## src/rtl/nat_pkg.sv

```systemverilog
////////////////////
// shared widths and sizes for the source NAT rewrite block
// modules import this in their body, or use scoped names in port lists
////////////////////
package nat_pkg;

    // IPv4 address width
    localparam int ip_addr_w = 32;

    // ip header and tcp checksums are both 16 bit one's-complement sums
    localparam int chksum_w = 16;

    // translation table size
    localparam int nat_entries = 8;
    localparam int nat_idx_w = $clog2(nat_entries);

    // in_valid to out_valid
    // 1 cycle table lookup, then 2 cycles of checksum update
    localparam int nat_latency = 3;

endpackage

```

## src/rtl/chksum_incr_update.sv

```systemverilog
////////////////////
// incremental checksum update for one changed 32-bit address
// new_chksum appears two cycles after the inputs are applied
////////////////////
`timescale 1ns/100ps

module chksum_incr_update (
    input  logic                           clk,
    input  logic [nat_pkg::chksum_w-1:0]   old_chksum,
    input  logic [nat_pkg::ip_addr_w-1:0]  old_ip_addr,
    input  logic [nat_pkg::ip_addr_w-1:0]  new_ip_addr,
    output logic [nat_pkg::chksum_w-1:0]   new_chksum
);

    import nat_pkg::*;

    // stage 1, address folding and difference
    logic [chksum_w:0]   old_sum_raw;
    logic [chksum_w-1:0] old_sum;
    logic [chksum_w:0]   new_sum_raw;
    logic [chksum_w-1:0] new_sum;
    logic [chksum_w:0]   diff_raw;
    logic [chksum_w-1:0] diff;

    // stage 2, applying the difference
    logic [chksum_w-1:0] diff_q;
    logic [chksum_w-1:0] old_chksum_q;
    logic [chksum_w:0]   upd_raw;
    logic [chksum_w-1:0] upd_sum;
    logic [chksum_w-1:0] new_chksum_q;

    // fold each address into 16 bits, carry goes back around
    assign old_sum_raw = {1'b0, old_ip_addr[chksum_w-1:0]}
                       + {1'b0, old_ip_addr[ip_addr_w-1:chksum_w]};
    assign old_sum     = old_sum_raw[chksum_w-1:0]
                       + {{(chksum_w-1){1'b0}}, old_sum_raw[chksum_w]};

    assign new_sum_raw = {1'b0, new_ip_addr[chksum_w-1:0]}
                       + {1'b0, new_ip_addr[ip_addr_w-1:chksum_w]};
    assign new_sum     = new_sum_raw[chksum_w-1:0]
                       + {{(chksum_w-1){1'b0}}, new_sum_raw[chksum_w]};

    // difference is ~old + new
    assign diff_raw = {1'b0, ~old_sum} + {1'b0, new_sum};
    assign diff     = diff_raw[chksum_w-1:0]
                    + {{(chksum_w-1){1'b0}}, diff_raw[chksum_w]};

    always_ff @(posedge clk) begin
        diff_q       <= diff;
        old_chksum_q <= old_chksum;
    end

    // new checksum is ~(~old_chksum + diff)
    assign upd_raw = {1'b0, ~old_chksum_q} + {1'b0, diff_q};
    assign upd_sum = upd_raw[chksum_w-1:0]
                   + {{(chksum_w-1){1'b0}}, upd_raw[chksum_w]};

    always_ff @(posedge clk) begin
        new_chksum_q <= ~upd_sum;
    end

    assign new_chksum = new_chksum_q;

endmodule

```

## src/rtl/nat_rewrite_top.sv

```systemverilog
////////////////////
// source NAT rewrite of outbound IPv4/TCP header fields
// one packet per in_valid strobe, results on out_valid three cycles later
////////////////////
`timescale 1ns/100ps

module nat_rewrite_top (
    input  logic                           clk,
    input  logic                           rst,
    input  logic                           cfg_we,
    input  logic [nat_pkg::nat_idx_w-1:0]  cfg_idx,
    input  logic                           cfg_entry_valid,
    input  logic [nat_pkg::ip_addr_w-1:0]  cfg_priv_ip,
    input  logic [nat_pkg::ip_addr_w-1:0]  cfg_pub_ip,
    input  logic                           in_valid,
    input  logic [nat_pkg::ip_addr_w-1:0]  in_src_ip,
    input  logic [nat_pkg::ip_addr_w-1:0]  in_dst_ip,
    input  logic [nat_pkg::chksum_w-1:0]   in_ip_chksum,
    input  logic [nat_pkg::chksum_w-1:0]   in_tcp_chksum,
    output logic                           out_valid,
    output logic                           out_hit,
    output logic [nat_pkg::ip_addr_w-1:0]  out_src_ip,
    output logic [nat_pkg::ip_addr_w-1:0]  out_dst_ip,
    output logic [nat_pkg::chksum_w-1:0]   out_ip_chksum,
    output logic [nat_pkg::chksum_w-1:0]   out_tcp_chksum
);

    import nat_pkg::*;

    // table result, one cycle after in_valid
    logic                 lookup_hit;
    logic [ip_addr_w-1:0] lookup_old_ip;
    logic [ip_addr_w-1:0] lookup_new_ip;

    // updater results, nat_latency cycles after in_valid
    logic [chksum_w-1:0]  ip_chksum_upd;
    logic [chksum_w-1:0]  tcp_chksum_upd;

    // alignment registers
    logic [nat_latency-1:0] valid_pipe;
    logic [ip_addr_w-1:0]   dst_pipe     [nat_latency];
    logic [chksum_w-1:0]    ip_chk_pipe  [nat_latency];
    logic [chksum_w-1:0]    tcp_chk_pipe [nat_latency];
    logic                   hit_pipe     [nat_latency-1];
    logic [ip_addr_w-1:0]   new_ip_pipe  [nat_latency-1];

    nat_xlate_table u_table (
        .clk             (clk),
        .rst             (rst),
        .cfg_we          (cfg_we),
        .cfg_idx         (cfg_idx),
        .cfg_entry_valid (cfg_entry_valid),
        .cfg_priv_ip     (cfg_priv_ip),
        .cfg_pub_ip      (cfg_pub_ip),
        .query_ip        (in_src_ip),
        .lookup_hit      (lookup_hit),
        .lookup_old_ip   (lookup_old_ip),
        .lookup_new_ip   (lookup_new_ip)
    );

    // the pseudo-header carries the source address, so the tcp sum takes
    // the same difference as the ip header sum
    chksum_incr_update u_ip_chksum (
        .clk         (clk),
        .old_chksum  (ip_chk_pipe[0]),
        .old_ip_addr (lookup_old_ip),
        .new_ip_addr (lookup_new_ip),
        .new_chksum  (ip_chksum_upd)
    );

    chksum_incr_update u_tcp_chksum (
        .clk         (clk),
        .old_chksum  (tcp_chk_pipe[0]),
        .old_ip_addr (lookup_old_ip),
        .new_ip_addr (lookup_new_ip),
        .new_chksum  (tcp_chksum_upd)
    );

    always_ff @(posedge clk) begin
        if (rst) begin
            valid_pipe <= '0;
        end else begin
            valid_pipe <= {valid_pipe[nat_latency-2:0], in_valid};
        end
    end

    // stage 0 of the checksum chain lines up with the table result
    always_ff @(posedge clk) begin
        dst_pipe[0]     <= in_dst_ip;
        ip_chk_pipe[0]  <= in_ip_chksum;
        tcp_chk_pipe[0] <= in_tcp_chksum;
        for (int i = 1; i < nat_latency; i++) begin
            dst_pipe[i]     <= dst_pipe[i-1];
            ip_chk_pipe[i]  <= ip_chk_pipe[i-1];
            tcp_chk_pipe[i] <= tcp_chk_pipe[i-1];
        end
    end

    // hit and new address follow the updater through its two stages
    always_ff @(posedge clk) begin
        hit_pipe[0]    <= lookup_hit;
        new_ip_pipe[0] <= lookup_new_ip;
        for (int i = 1; i < nat_latency - 1; i++) begin
            hit_pipe[i]    <= hit_pipe[i-1];
            new_ip_pipe[i] <= new_ip_pipe[i-1];
        end
    end

    assign out_valid  = valid_pipe[nat_latency-1];
    assign out_hit    = hit_pipe[nat_latency-2];
    assign out_src_ip = new_ip_pipe[nat_latency-2];
    assign out_dst_ip = dst_pipe[nat_latency-1];

    // on a miss pass the original sums through untouched
    assign out_ip_chksum  = out_hit ? ip_chksum_upd  : ip_chk_pipe[nat_latency-1];
    assign out_tcp_chksum = out_hit ? tcp_chksum_upd : tcp_chk_pipe[nat_latency-1];

endmodule

```

## src/rtl/nat_xlate_table.sv

```systemverilog
////////////////////
// private to public source address table, written through the cfg port
// lookup result is registered, one cycle after query_ip
////////////////////
`timescale 1ns/100ps

module nat_xlate_table (
    input  logic                           clk,
    input  logic                           rst,
    input  logic                           cfg_we,
    input  logic [nat_pkg::nat_idx_w-1:0]  cfg_idx,
    input  logic                           cfg_entry_valid,
    input  logic [nat_pkg::ip_addr_w-1:0]  cfg_priv_ip,
    input  logic [nat_pkg::ip_addr_w-1:0]  cfg_pub_ip,
    input  logic [nat_pkg::ip_addr_w-1:0]  query_ip,
    output logic                           lookup_hit,
    output logic [nat_pkg::ip_addr_w-1:0]  lookup_old_ip,
    output logic [nat_pkg::ip_addr_w-1:0]  lookup_new_ip
);

    import nat_pkg::*;

    // entry storage
    logic [nat_entries-1:0] entry_valid;
    logic [ip_addr_w-1:0]   entry_priv [nat_entries];
    logic [ip_addr_w-1:0]   entry_pub  [nat_entries];

    // match and select
    logic [nat_entries-1:0] match;
    logic                   sel_hit;
    logic [nat_idx_w-1:0]   sel_idx;
    logic [ip_addr_w-1:0]   sel_new_ip;

    // registered result
    logic                   hit_q;
    logic [ip_addr_w-1:0]   old_ip_q;
    logic [ip_addr_w-1:0]   new_ip_q;

    // valid bits are the only control state here
    always_ff @(posedge clk) begin
        if (rst) begin
            entry_valid <= '0;
        end else if (cfg_we) begin
            entry_valid[cfg_idx] <= cfg_entry_valid;
        end
    end

    always_ff @(posedge clk) begin
        if (cfg_we) begin
            entry_priv[cfg_idx] <= cfg_priv_ip;
            entry_pub[cfg_idx]  <= cfg_pub_ip;
        end
    end

    // compare against every entry in parallel
    always_comb begin
        for (int i = 0; i < nat_entries; i++) begin
            match[i] = entry_valid[i] && (entry_priv[i] == query_ip);
        end
    end

    // walk from the top down so the lowest matching index is kept
    always_comb begin
        sel_hit = 1'b0;
        sel_idx = '0;
        for (int i = nat_entries - 1; i >= 0; i--) begin
            if (match[i]) begin
                sel_hit = 1'b1;
                sel_idx = nat_idx_w'(i);
            end
        end
    end

    // a miss keeps the original address
    assign sel_new_ip = sel_hit ? entry_pub[sel_idx] : query_ip;

    always_ff @(posedge clk) begin
        if (rst) begin
            hit_q <= 1'b0;
        end else begin
            hit_q <= sel_hit;
        end
    end

    always_ff @(posedge clk) begin
        old_ip_q <= query_ip;
        new_ip_q <= sel_new_ip;
    end

    assign lookup_hit    = hit_q;
    assign lookup_old_ip = old_ip_q;
    assign lookup_new_ip = new_ip_q;

endmodule

```

## config.mk

```make
export PLATFORM = sky130hd
export DESIGN_NAME = nat_rewrite_top
export DESIGN_NICKNAME = d
export VERILOG_FILES = /design/src/rtl/nat_pkg.sv /design/src/rtl/chksum_incr_update.sv /design/src/rtl/nat_rewrite_top.sv /design/src/rtl/nat_xlate_table.sv
export SDC_FILE = /design/constraint.sdc
export NUM_CORES = 1
export LEC_CHECK = 0
export ABC_AREA = 0
export BUFFER_PORTS_ARGS = -buffer_cell sky130_fd_sc_hd__buf_2
export CORE_MARGIN = 2
export CORE_UTILIZATION = 45
export CTS_CLUSTER_SIZE = 24
export DETAILED_ROUTE_END_ITERATION = 16
export SETUP_SLACK_MARGIN = 0.02
export SLEW_MARGIN = 20
export SYNTH_ARGS = -nofsm -noshare
export SYNTH_HDL_FRONTEND = slang
export SYNTH_SLANG_ARGS = --single-unit
```

## constraint.sdc

```tcl
create_clock -name clk -period 5.2 [get_ports clk]
set_input_delay 0.26 -clock clk [delete_from_list [all_inputs] [get_ports clk]]
set_output_delay 0.26 -clock clk [all_outputs]
set_load 0.01 [all_outputs]
```

* Yosys cells after proc, flatten, opt, wreduce, memory -nomap -nowiden
Memory sizes are Yosys's and may differ from the RTL's. Index checks and enable logic that the tools add are counted.
Cells by class: add/subtract/negate cells 10, equal/unequal tests 8, mux-type cells 24, order comparisons 2, bitwise operators 5, reductions and logical operators 9
Operator list (count):
- $eq A32 B32 Y1 | 8
- $add A16 B16 Y17 | 5
- $add A16 B1 Y16 | 5
- $not A16 Y16 | 5
- $mux W16 | 2
- $mux W32 | 1
- $mux W3 | 8
- $mux W1 | 11
- $logic_and A1 B1 Y1 | 9
- $bwmux W8 | 1
- $lt A3 B4 Y1 const B | 1
- $demux W1 S3 | 1
- $ge A3 B1 Y1 const B | 1
Word-level totals: output and inout port bits 98, memories 7, input bits 168, RAM bits 770, flip-flop bits (word level) 156
Memories:
- u_table.entry_priv | words 8, width 32, rd ports 8, clocked after memory_dff 0, wr ports 1, RTL line nat_xlate_table.sv:25 | logic [ip_addr_w-1:0] entry_priv [nat_entries];
- u_table.entry_pub | words 8, width 32, rd ports 1, clocked after memory_dff 0, wr ports 1, RTL line nat_xlate_table.sv:26 | logic [ip_addr_w-1:0] entry_pub [nat_entries];
- dst_pipe | words 3, width 32, rd ports 3, clocked after memory_dff 0, wr ports 3, RTL line nat_rewrite_top.sv:41 | logic [ip_addr_w-1:0] dst_pipe [nat_latency];
- new_ip_pipe | words 2, width 32, rd ports 2, clocked after memory_dff 0, wr ports 2, RTL line nat_rewrite_top.sv:45 | logic [ip_addr_w-1:0] new_ip_pipe [nat_latency-1];
- ip_chk_pipe | words 3, width 16, rd ports 3, clocked after memory_dff 0, wr ports 3, RTL line nat_rewrite_top.sv:42 | logic [chksum_w-1:0] ip_chk_pipe [nat_latency];
- tcp_chk_pipe | words 3, width 16, rd ports 3, clocked after memory_dff 0, wr ports 3, RTL line nat_rewrite_top.sv:43 | logic [chksum_w-1:0] tcp_chk_pipe [nat_latency];
- +1 memories

* Depth between registers and ports, before layout
Gate-level depths: netlist (run 1). An unclocked memory read counts as a cell.
word-level depth 12, depth in mapped cells 31, mapped depth without buffers 30

* Hierarchy
A second synthesis (run 1) with hierarchy kept.
Unflattened totals: cell total of the unflattened synthesis 3068, area, all modules 40218.6 µm²
By module, submodules not included:
- nat_xlate_table | area each 23592.6 µm², cells each 1452, times used 1
- nat_rewrite_top | area each 6268.5 µm², cells each 364, times used 1
- chksum_incr_update at u_ip_chksum | area each 5183.7 µm², cells each 616, times used 1
- chksum_incr_update at u_tcp_chksum | area each 5173.7 µm², cells each 636, times used 1

* Least setup slack after synthesis (run 1)
OpenSTA, ideal clock, no wires.
path kind input to register, start input port cfg_idx[0] (netlist name), end register u_table.entry_valid[0], arrival 5.422 ns, buffers on the path 0, data required time 5.072 ns, path slack -0.350 ns, cell stages on the path 4, cells stage by stage nand2b_1 nor3_1 mux2i_1 nor2_1
On the way: longest elaborated chain between the ends 5, elaborated cells on any way between the ends 6
RTL lines:
- start, declared | RTL line nat_rewrite_top.sv:11 | input logic [nat_pkg::nat_idx_w-1:0] cfg_idx,
- $lt A3 B4 Y1 (not written as such) or $ge A3 B1 Y1 (tied branches) | RTL line nat_xlate_table.sv:44 | entry_valid[cfg_idx] <= cfg_entry_valid;
- $logic_and A1 B1 Y1 (not written as such) | RTL line nat_xlate_table.sv:44
- $mux W1 (not written as such) | RTL line nat_xlate_table.sv:44
- $demux W1 S3 (*)
- $bwmux W8 (*) | RTL line nat_xlate_table.sv:44
- end signal, assigned by index | RTL line nat_xlate_table.sv:44
- end, declared | RTL line nat_xlate_table.sv:24 | logic [nat_entries-1:0] entry_valid;
Mark *: on every way between the ends. The rest lies on a longest branch, timed or not. A chain may end at the register's enable or synchronous reset.

* Final worst setup path (run 1)
start register u_table.old_ip_q[8] (netlist: u_table.lookup_old_ip[8]), end register u_ip_chksum.diff_q[8]
On the way: longest elaborated chain between the ends 5
RTL lines:
- start, declared | RTL line nat_xlate_table.sv:36 | logic [ip_addr_w-1:0] old_ip_q;
- start signal, assigned | RTL line nat_xlate_table.sv:86 | old_ip_q <= query_ip;
- $add A16 B16 Y17 | RTL line chksum_incr_update.sv:34 | + {1'b0, old_ip_addr[ip_addr_w-1:chksum_w]};
- $add A16 B1 Y16 | RTL line chksum_incr_update.sv:36 | + {{(chksum_w-1){1'b0}}, old_sum_raw[chksum_w]};
- $not A16 Y16 | RTL line chksum_incr_update.sv:44 | assign diff_raw = {1'b0, ~old_sum} + {1'b0, new_sum};
- $add A16 B16 Y17 | RTL line chksum_incr_update.sv:44
- $add A16 B1 Y16 | RTL line chksum_incr_update.sv:46 | + {{(chksum_w-1){1'b0}}, diff_raw[chksum_w]};
- net u_ip_chksum.diff[8] | RTL line chksum_incr_update.sv:23 | logic [chksum_w-1:0] diff;
- end signal, assigned | RTL line chksum_incr_update.sv:49 | diff_q <= diff;
- end, declared | RTL line chksum_incr_update.sv:26 | logic [chksum_w-1:0] diff_q;
The timed path passes the listed nets, and every way through them passes these cells.

==> results.md, run 1 <==
* Status: finished, violations left
* Failing checks: setup timing
* Cts bufs inserted at just over 90
* Primary FF master, synth: edfxtp_1
* Routed len/inst at about 25 um
* Die height at around 290 um
* Root Driver: clkbuf_16
* Seq cells post-synth at between 800 and 900
* Final HPWL DP at slightly above 70 mm
* Mean Syn Cell Area at roughly 14 sq um
* HP Class: in2reg
* Initial antenna violation count at 8
* Synth cell count leaders: edfxtp_1 (512), dfxtp_1 (382), xnor2_1 (216)
* Largest stage delay, worst path at between 0.4 and 0.5 ns
* Post-synthesis cell count at 2589
* IO Pins at 266
* Area share of the largest cell type after synthesis at approximately 43%
* Highest Clock Rate at 190 MHz
* Footprint of the multi-input gates at 0.0119 sq mm
* CP top delay family: compound AO/OA/AOI/OAI gates
* Critical R2R Capture: u_ip_chksum.diff_q[8]
* Place WS at -0.435 ns
* Period utilization at 101%
* Most crowded layer after global routing: met2
* Multiplexer share of the synthesized area at ~4.2%
* Yosys warning total at 0
* Largest family of logic cells by synthesized area: XOR/XNOR gates
* First-pass GRT wire length at approximately 150 mm
* Max IR drop VDD at 0.000250 V
* Pwr/cell area at approximately 430 mW/mm^2
* CP endpoint: u_ip_chksum.diff_q[8]
* GRT Total Usage at between 20% and 30%
* GR Util met3 at ~3.6%
* GRT met2 Usage at 42.8%
* Die width at roughly 290 um
* Worst hold slack at around 0.035 ns
* Largest net degree at the start of global routing at 66
* Xor/xnor cell area share of the yosys netlist at approximately a tenth
* Post-DRT Antenna Nets at 0
* Clock Latency Late Sink at around 0.65 ns
* R2r worst-path depth at 28
* Post-Place Cells at ~3.9k
* Setup_tns at -0.339 ns
* RD Place Congestion at around 0.96
* Setup crit start: u_table.lookup_old_ip[8]
* Clock Skew at about 0.027 ns
* Tmin final at 5.27 ns
* Synth top area cells: edfxtp_1 (43%), dfxtp_1 (21%), xnor2_1 (5.3%)
* Synth cell types at about 80
* Mapped Nets at 2853
* Max cap viols at 0
* DRC Markers at 0
* Max_slew headroom at roughly 22%
* CP required at ~5.8 ns
* Filler instances at ~6.5k
* Final wirelength at between 100 and 150 mm
* Standard-cell row count at between 100 and 150
* Worst Path Buf+Inv at 0
* CP max stage cell: or4_4
* Worst-Margin Slew at between 1 and 1.5 ns
* Crit path kind: reg2reg
* Post-synth top area cell: edfxtp_1
* TritonRoute pass-1 iters at 6
* Flop-to-flop setup slack at -0.07 ns
* Syn-to-layout area delta at 22.3%
* Nets at 3382
* Final Max Slew Viols at 0
* Worst reg2reg startpoint: u_table.lookup_old_ip[8]
* Clock transition at path regs at about 0.06 ns
* Synth Area in Adders at about 3.5%
* Sink Count at 894
* Critical Path AT at a little under 6 ns
* Pleak at ~0.017 uW
* Fin worst setup slack at -0.0676 ns
* CP Max Fanout at 5
* CTS tree: done
* Worst Setup Start Kind: flip-flop
* Max Buffers Root-to-Sink at 3
* Global Route met1 Usage at roughly a third
* Vias in the first global route at 22.9k
* Port bufs at 265
* Vias/cell at approximately 5.4
* Cell area after synthesis at 0.0357 sq mm
* FF+latch area at roughly 0.023 sq mm
* Final hold vios at 0
* Total grt overflow at 0
* Number of flops mapped to enable cells by yosys at about 510
* Post-synthesis async set-or-reset flop share at 0%
* Worst Setup End Kind: flip-flop
* Die area at 0.0816 sq mm
* H-tree depth at 3
* Layout Cells excl Fill at between 4k and 5k
* Core area at slightly below 0.08 sq mm
* Initial cell density of the core at between 40% and 50%
* Count leader, synth: edfxtp_1
* Synth Area in Compound Gates at 5.92%
* Sequential-to-total area share from yosys stat at about 65%
* Crit path depth at 28
* RSZ-0062 raised after global routing: true
* Synth Area in Simple Gates at around 8.7%
* Final setup viols at 9
* Top cell by count, worst path: a21o_1
* Vias at 23.0k
* 1st-iter DRT viols at between 1.5k and 2k
* Layout cells sized above 1 at between 20 and 25%
[layout make-up]
class / instances / area share, %
flip-flops and latches: 894 / 52.8
multi-input cells: 1467 / 27.2
repair buffers: 577 / 9.18
clock buffers: 125 / 6.00
well taps: 1050 / 3.01
clock inverters: 44 / 1.08
inverters: 87 / 0.748
diodes: 4 / 0.0229
[cell families after synthesis]
logic type	after synthesis
DFF	894
xor gates and xnor gates	385
adders and majority gates	96
buffers and inverters	228
muxes	136
AOI/OAI and AO/OA	293
and+or+nand+nor	557
[per-stage QoR]
| step | util, % | power [uW] | instance area [sq um] |
|---|---|---|---|
| 6_report | 55.4 | 18600 | 43600 |
| 5_1_grt | 55.4 | 19400 | 43600 |
| 4_1_cts | 55.1 | 18700 | 43400 |
| 3_5_place_dp | 49.3 | 11800 | 38800 |
| 3_3_place_gp | 49.3 | 11800 | 38800 |
| 2_1_floorplan | - | 10600 | 35800 |
[placed cells by master (no fill, tap or decap), types with 25 or more instances in the layout]
| master | netlist | layout |
|---|---|---|
| edfxtp_1 | 512 | 512 |
| dfxtp_1 | 382 | 375 |
| buf_2 | 28 | 265 |
| xnor2_1 | 216 | 212 |
| buf_4 | 75 | 186 |
| xor2_1 | 166 | 166 |
| dlygate4sd3_1 | 0 | 123 |
| clkbuf_16 | 0 | 95 |
| inv_1 | 87 | 85 |
| nor2_1 | 91 | 80 |
| ha_1 | 91 | 79 |
| mux2i_1 | 77 | 77 |
| nand4_1 | 72 | 72 |
| nand2_1 | 63 | 62 |
| nor4_1 | 60 | 57 |
| nand3_1 | 55 | 50 |
| nor3_1 | 55 | 50 |
| a21oi_1 | 47 | 45 |
| mux2_2 | 44 | 44 |
| o21ai_0 | 39 | 35 |
| a211oi_1 | 34 | 31 |
| and3_1 | 29 | 25 |
[sequential cells by signal, summed over array words and instances, names as in the netlist, 16 cells and up]
| name | flops |
|---|---|
| new_ip_pipe | 64 |
| u_tcp_chksum.new_chksum | 16 |
| u_table.lookup_new_ip | 32 |
| dst_pipe | 96 |
| u_table.lookup_old_ip | 32 |
| u_ip_chksum.diff_q | 16 |
| u_table.entry_priv | 256 |
| tcp_chk_pipe | 33 |
| ip_chk_pipe | 33 |
| u_ip_chksum.new_chksum | 16 |
| u_table.entry_pub | 256 |
[worst min path at each step]
stage | from | to | slack, ns | depth (start not counted)
final | cfg_priv_ip[8] | u_table.entry_priv[6][8] | 0.04 | 1
after global routing | cfg_priv_ip[14] | u_table.entry_priv[4][14] | 0.01 | 1
after CTS | cfg_priv_ip[14] | u_table.entry_priv[1][14] | 0.0008 | 1
after detailed placement | dst_pipe[0][3] | dst_pipe[0][35] | 0.31 | 0
after global placement | dst_pipe[0][43] | dst_pipe[0][75] | 0.31 | 0
after floorplan | in_dst_ip[0] | dst_pipe[0][0] | 0.29 | 0
[where the power goes]
group / internal, uW / switching [uW] / leakage (uW)
Clock: 3970 / 2700 / 0.00150
Sequential: 7980 / 207 / 0.00787
Combinational: 1700 / 2050 / 0.00730
Total: 13700 / 4960 / 0.0167
[routing by layer]
metal  share of wire [%]  vias to the layer above
met2                  48                      938
met5                   0                        -
met3                 7.2                      177
li1                    -                    10509
met4                 3.3                        0
met1                  41                    11342
[repair_timing]
action	in CTS	in global routing
hold buffers	123	0
setup endpoints to repair	15	15
resized for setup	51	26
setup buffers	10	7
pin swaps	19	30
hold endpoints to repair	399	0
Power figures use the tool's default switching activity.
==> inputs of run 2 (changes only) <==
--- a/config.mk
+++ b/config.mk
@@ -5,7 +5,7 @@
 export SDC_FILE = /design/constraint.sdc
 export NUM_CORES = 1
 export LEC_CHECK = 0
-export ABC_AREA = 0
+export ABC_AREA = 1
 export BUFFER_PORTS_ARGS = -buffer_cell sky130_fd_sc_hd__buf_2
 export CORE_MARGIN = 2
 export CORE_UTILIZATION = 45
==> run 2 against run 1 <==
Compared with the run above:
- synthesized cell count is 30% higher
- critical endpoint is now u_ip_chksum.diff_q[14]
- largest power group unchanged
- combinational power shrank 4%
- critical path type unchanged
- the run still ends with setup timing left
- sequential share of layout area fell by 1.1 points
- core utilization rose by 0.22 points
- wire length decreased by 1.9%
- worst setup slack worse by 0.30 ns
- total power decreased by 0.86%
==> results.md, run 2 <==
* Footprint of the multi-input gates at 0.0111 sq mm (-6.4%)
* Place WS at -0.567 ns (-0.132 ns)
* Critical R2R Capture: u_ip_chksum.diff_q[14]
* H-tree depth at 3 (unchanged)
* DR WL met3 at 8.74 mm (+16%)
* Post-synth top area cell: edfxtp_1
* Status: finished, violations left
* Count leader, synth: nand2_1
* Sink Count at 894 (unchanged)
* Final wirelength at 103 mm (-1.9%)
* Nets at 4194 (+24%)
* Die width at 288 um (+0.75%)
* RD Place Congestion at 0.933 (-2.6%)
* Post-synthesis cell count at 3364 (+30%)
* Root Driver: clkbuf_16
* Failing checks: setup timing
* Tmin final at 5.56 ns (+0.297 ns)
* Synth top area cells: edfxtp_1 (42%), dfxtp_1 (21%), nand2_1 (8.0%)
* Routed length on met2 at 47.5 mm (-5.9%)
* Worst Setup Start Kind: flip-flop
* Clock Latency Late Sink at 0.68 ns (+0.03 ns)
* Synth cell count leaders: nand2_1 (776), edfxtp_1 (512), dfxtp_1 (382)
* CP max stage cell: fa_2
* Largest stage delay, worst path at 0.34 ns (-0.07 ns)
* Area share of the largest cell type after synthesis at 42.4% (-0.65 points)
* Worst-Margin Slew at 1.15 ns (-0.0153 ns)
* DRC Markers at 0 (unchanged)
* TritonRoute pass-1 iters at 6 (unchanged)
* Critical Path AT at 6.11 ns (+0.28 ns)
* Seq cells post-synth at 894 (unchanged)
* Highest Clock Rate at 180 MHz (-5.3%)
* Core area at 0.0802 sq mm (+1.8%)
* Vias/cell at 5.04 (-6.8%)
* Fin worst setup slack at -0.365 ns (-0.297 ns)
* Die area at 0.0828 sq mm (+1.5%)
* Mean Syn Cell Area at 10.8 sq um (-22%)
* Cts bufs inserted at 93 (+2.2%)
* Final HPWL DP at 69.0 mm (-3.8%)
* Max IR drop VDD at 0.000263 V (+5.3%)
* Total grt overflow at 0 (unchanged)
* FF+latch area at 0.0230 sq mm (about the same)
* Top Registers: u_table.entry_priv (256), u_table.entry_pub (256), dst_pipe (96)
* Area of placed instances at 0.0392 sq mm (+1.0%)
* Synth cell types at 52 (-36%)
* Switch Pwr at 5160 uW (+4.1%)
* Vias at 25.5k (+11%)
* Net Sw Frac at 28.0% (+1.3 points)
* Crit path kind: reg2reg
* First-pass GRT wire length at 149 mm (-1.2%)
* CP endpoint: u_ip_chksum.diff_q[14]
* Clk network pwr share at 36.2% (+0.3 points)
* Clock transition at path regs at 0.06 ns (about the same)
* Pint at 13300 uW (-2.6%)
* Post-synthesis async set-or-reset flop share at 0% (unchanged)
* Pwr/cell area at 414 mW/mm^2 (-3.0%)
* Post-DRT Antenna Nets at 0 (unchanged)
* Max cap viols at 0 (unchanged)
* Final hold vios at 0 (unchanged)
* Mapped Nets at 3628 (+27%)
* Cell area after synthesis at 0.0362 sq mm (+1.5%)
* Sequential-to-total area share from yosys stat at 63.6% (-0.97 points)
* CP required at 5.75 ns (about the same)
* Max_slew headroom at 23.3% (+1.0 points)
* Filler instances at 6910 (+7.1%)
* R2r worst-path depth at 41 (+46%)
* Max Used Layer: met5
* Setup_tns at -1.58 ns (-1.24 ns)
* Number of flops mapped to enable cells by yosys at 512 (unchanged)
* Period utilization at 107% (+5.7 points)
* Most common cell after layout, fill and taps aside: nand2_1
* Vias in the first global route at 24.5k (+6.7%)
* Initial cell density of the core at 45.2% (-0.12 points)
* Die height at 288 um (+0.75%)
* Final setup viols at 7 (-2)
* Pleak at 0.0191 uW (+14%)
* Standard-cell row count at 104 (+0.97%)
* Routed len/inst at 20.3 um (-18%)
* Ant. Diodes at 0 (-4)
* CP Max Fanout at 3 (-2)
* Setup crit start: u_table.lookup_new_ip[16]
* Layout cells sized above 1 at 20.6% (-3.6 points)
* Worst reg2reg startpoint: u_table.lookup_new_ip[16]
* GRT Total Usage at 24.5% (-0.88 points)
* Part of the power in registers at 44.2% (+0.2 points)
* RSZ-0062 raised after global routing: true
* Max Buffers Root-to-Sink at 3 (unchanged)
* Flop-to-flop setup slack at -0.36 ns (-0.30 ns)
* Clock Skew at 0.0500 ns (+0.0226 ns)
* Syn-to-layout area delta at 23.1%
* Commonest non-fill, non-tap cells in the layout: nand2_1 (760), edfxtp_1 (512), dfxtp_1 (378)
* Worst Setup End Kind: flip-flop
* 1st-iter DRT viols at 2461 (+24%)
* Initial antenna violation count at 9 (+1)
* Final Cell Area at 0.0446 sq mm (+2.2%)
* Routed length on met1 at 43.2 mm (-0.45%)
* Primary FF master, synth: edfxtp_1
* CTS tree: done
* Yosys warning total at 0 (unchanged)
* IO Pins at 266 (unchanged)
* Largest net degree at the start of global routing at 83 (+26%)
* Final Max Slew Viols at 0 (unchanged)
* Port bufs at 265 (unchanged)
* HP Class: in2reg
* Combinational share of power at 19.6% (-0.6 points)
## run 2: power by group through the flow
stage | clock network, uW | registers [uW] | logic (uW)
finish | 6680 | 8160 | 3610
global placement | 0 | 8300 | 3210
CTS | 6810 | 8160 | 3510
detailed placement | 0 | 8310 | 3250
global route | 7080 | 8200 | 4020
floorplan | 0 | 8240 | 2250
## run 2: worst min path at each step
| stage | slack [ns] | cells after the start | endpoint | startpoint |
|---|---|---|---|---|
| 3_3_place_gp | 0.31 | 0 | dst_pipe[0][91] | dst_pipe[0][59] |
| 6_report | 0.04 | 1 | u_table.entry_priv[2][26] | cfg_priv_ip[26] |
| 4_1_cts | 0.004 | 1 | u_table.entry_priv[2][26] | cfg_priv_ip[26] |
| 5_1_grt | 0.01 | 1 | u_table.entry_priv[2][26] | cfg_priv_ip[26] |
| 3_5_place_dp | 0.31 | 0 | dst_pipe[0][43] | dst_pipe[0][11] |
| 2_1_floorplan | 0.29 | 0 | dst_pipe[0][0] | in_dst_ip[0] |
## run 2: worst max-delay path, delay by kind of cell, from the launching register on
family / cells / cell delay, ns
adder cells (fa/ha/maj): 6 / 1.41
AO/OA/AOI/OAI: 9 / 1.00
AND/OR/NAND/NOR: 19 / 1.98
buffers and inverters: 5 / 0.42
XOR/XNOR: 2 / 0.28
flip-flops: 1 / 0.33
## run 2: stage by stage
step | hold WS (ns) | utilization [%] | power, uW | std cells
after global placement | 0.310 | 48.9 | 11500 | 4687
final | 0.0394 | 55.6 | 18400 | 5068
after global routing | 0.0123 | 55.6 | 19300 | 5068
after floorplan | 0.288 | - | 10500 | 3364
after detailed placement | 0.312 | 48.9 | 11600 | 4688
after CTS | 0.00373 | 55.3 | 18500 | 5062
## run 2: cell type report
type                            instances  area share, %
Tap cell                             1060           2.97
Inverter                              382           3.23
Clock buffer                          127           5.92
Timing Repair Buffer                  631           10.2
Multi-Input combinational cell       1928           24.9
Clock inverter                         46           1.10
Sequential cell                       894           51.6
## run 2: layer usage
metal	GRT usage, %	up-vias
met2	39.6	1015
met3	4.92	214
met1	32.7	12012
li1	-	12283
met5	0	-
met4	8.68	12
## run 2: kinds of logic after synthesis
group | after synthesis | synth area share, %
AO/OA/AOI/OAI | 258 | 4.36
XOR/XNOR | 187 | 4.52
adder cells (fa/ha/maj) | 96 | 3.42
buffers and inverters | 542 | 6.89
flip-flops | 894 | 63.6
multiplexers | 32 | 0.995
AND/OR/NAND/NOR | 1355 | 16.3
## run 2: timing repair
action | 4_1_cts | 5_1_grt
endpoints found under the hold margin | 600 | 0
pin swaps | 30 | 49
endpoints found under the setup margin | 10 | 16
cloned | 0 | 0
hold buffers | 164 | 0
setup buffers | 38 | 11
gates resized for setup | 27 | 47
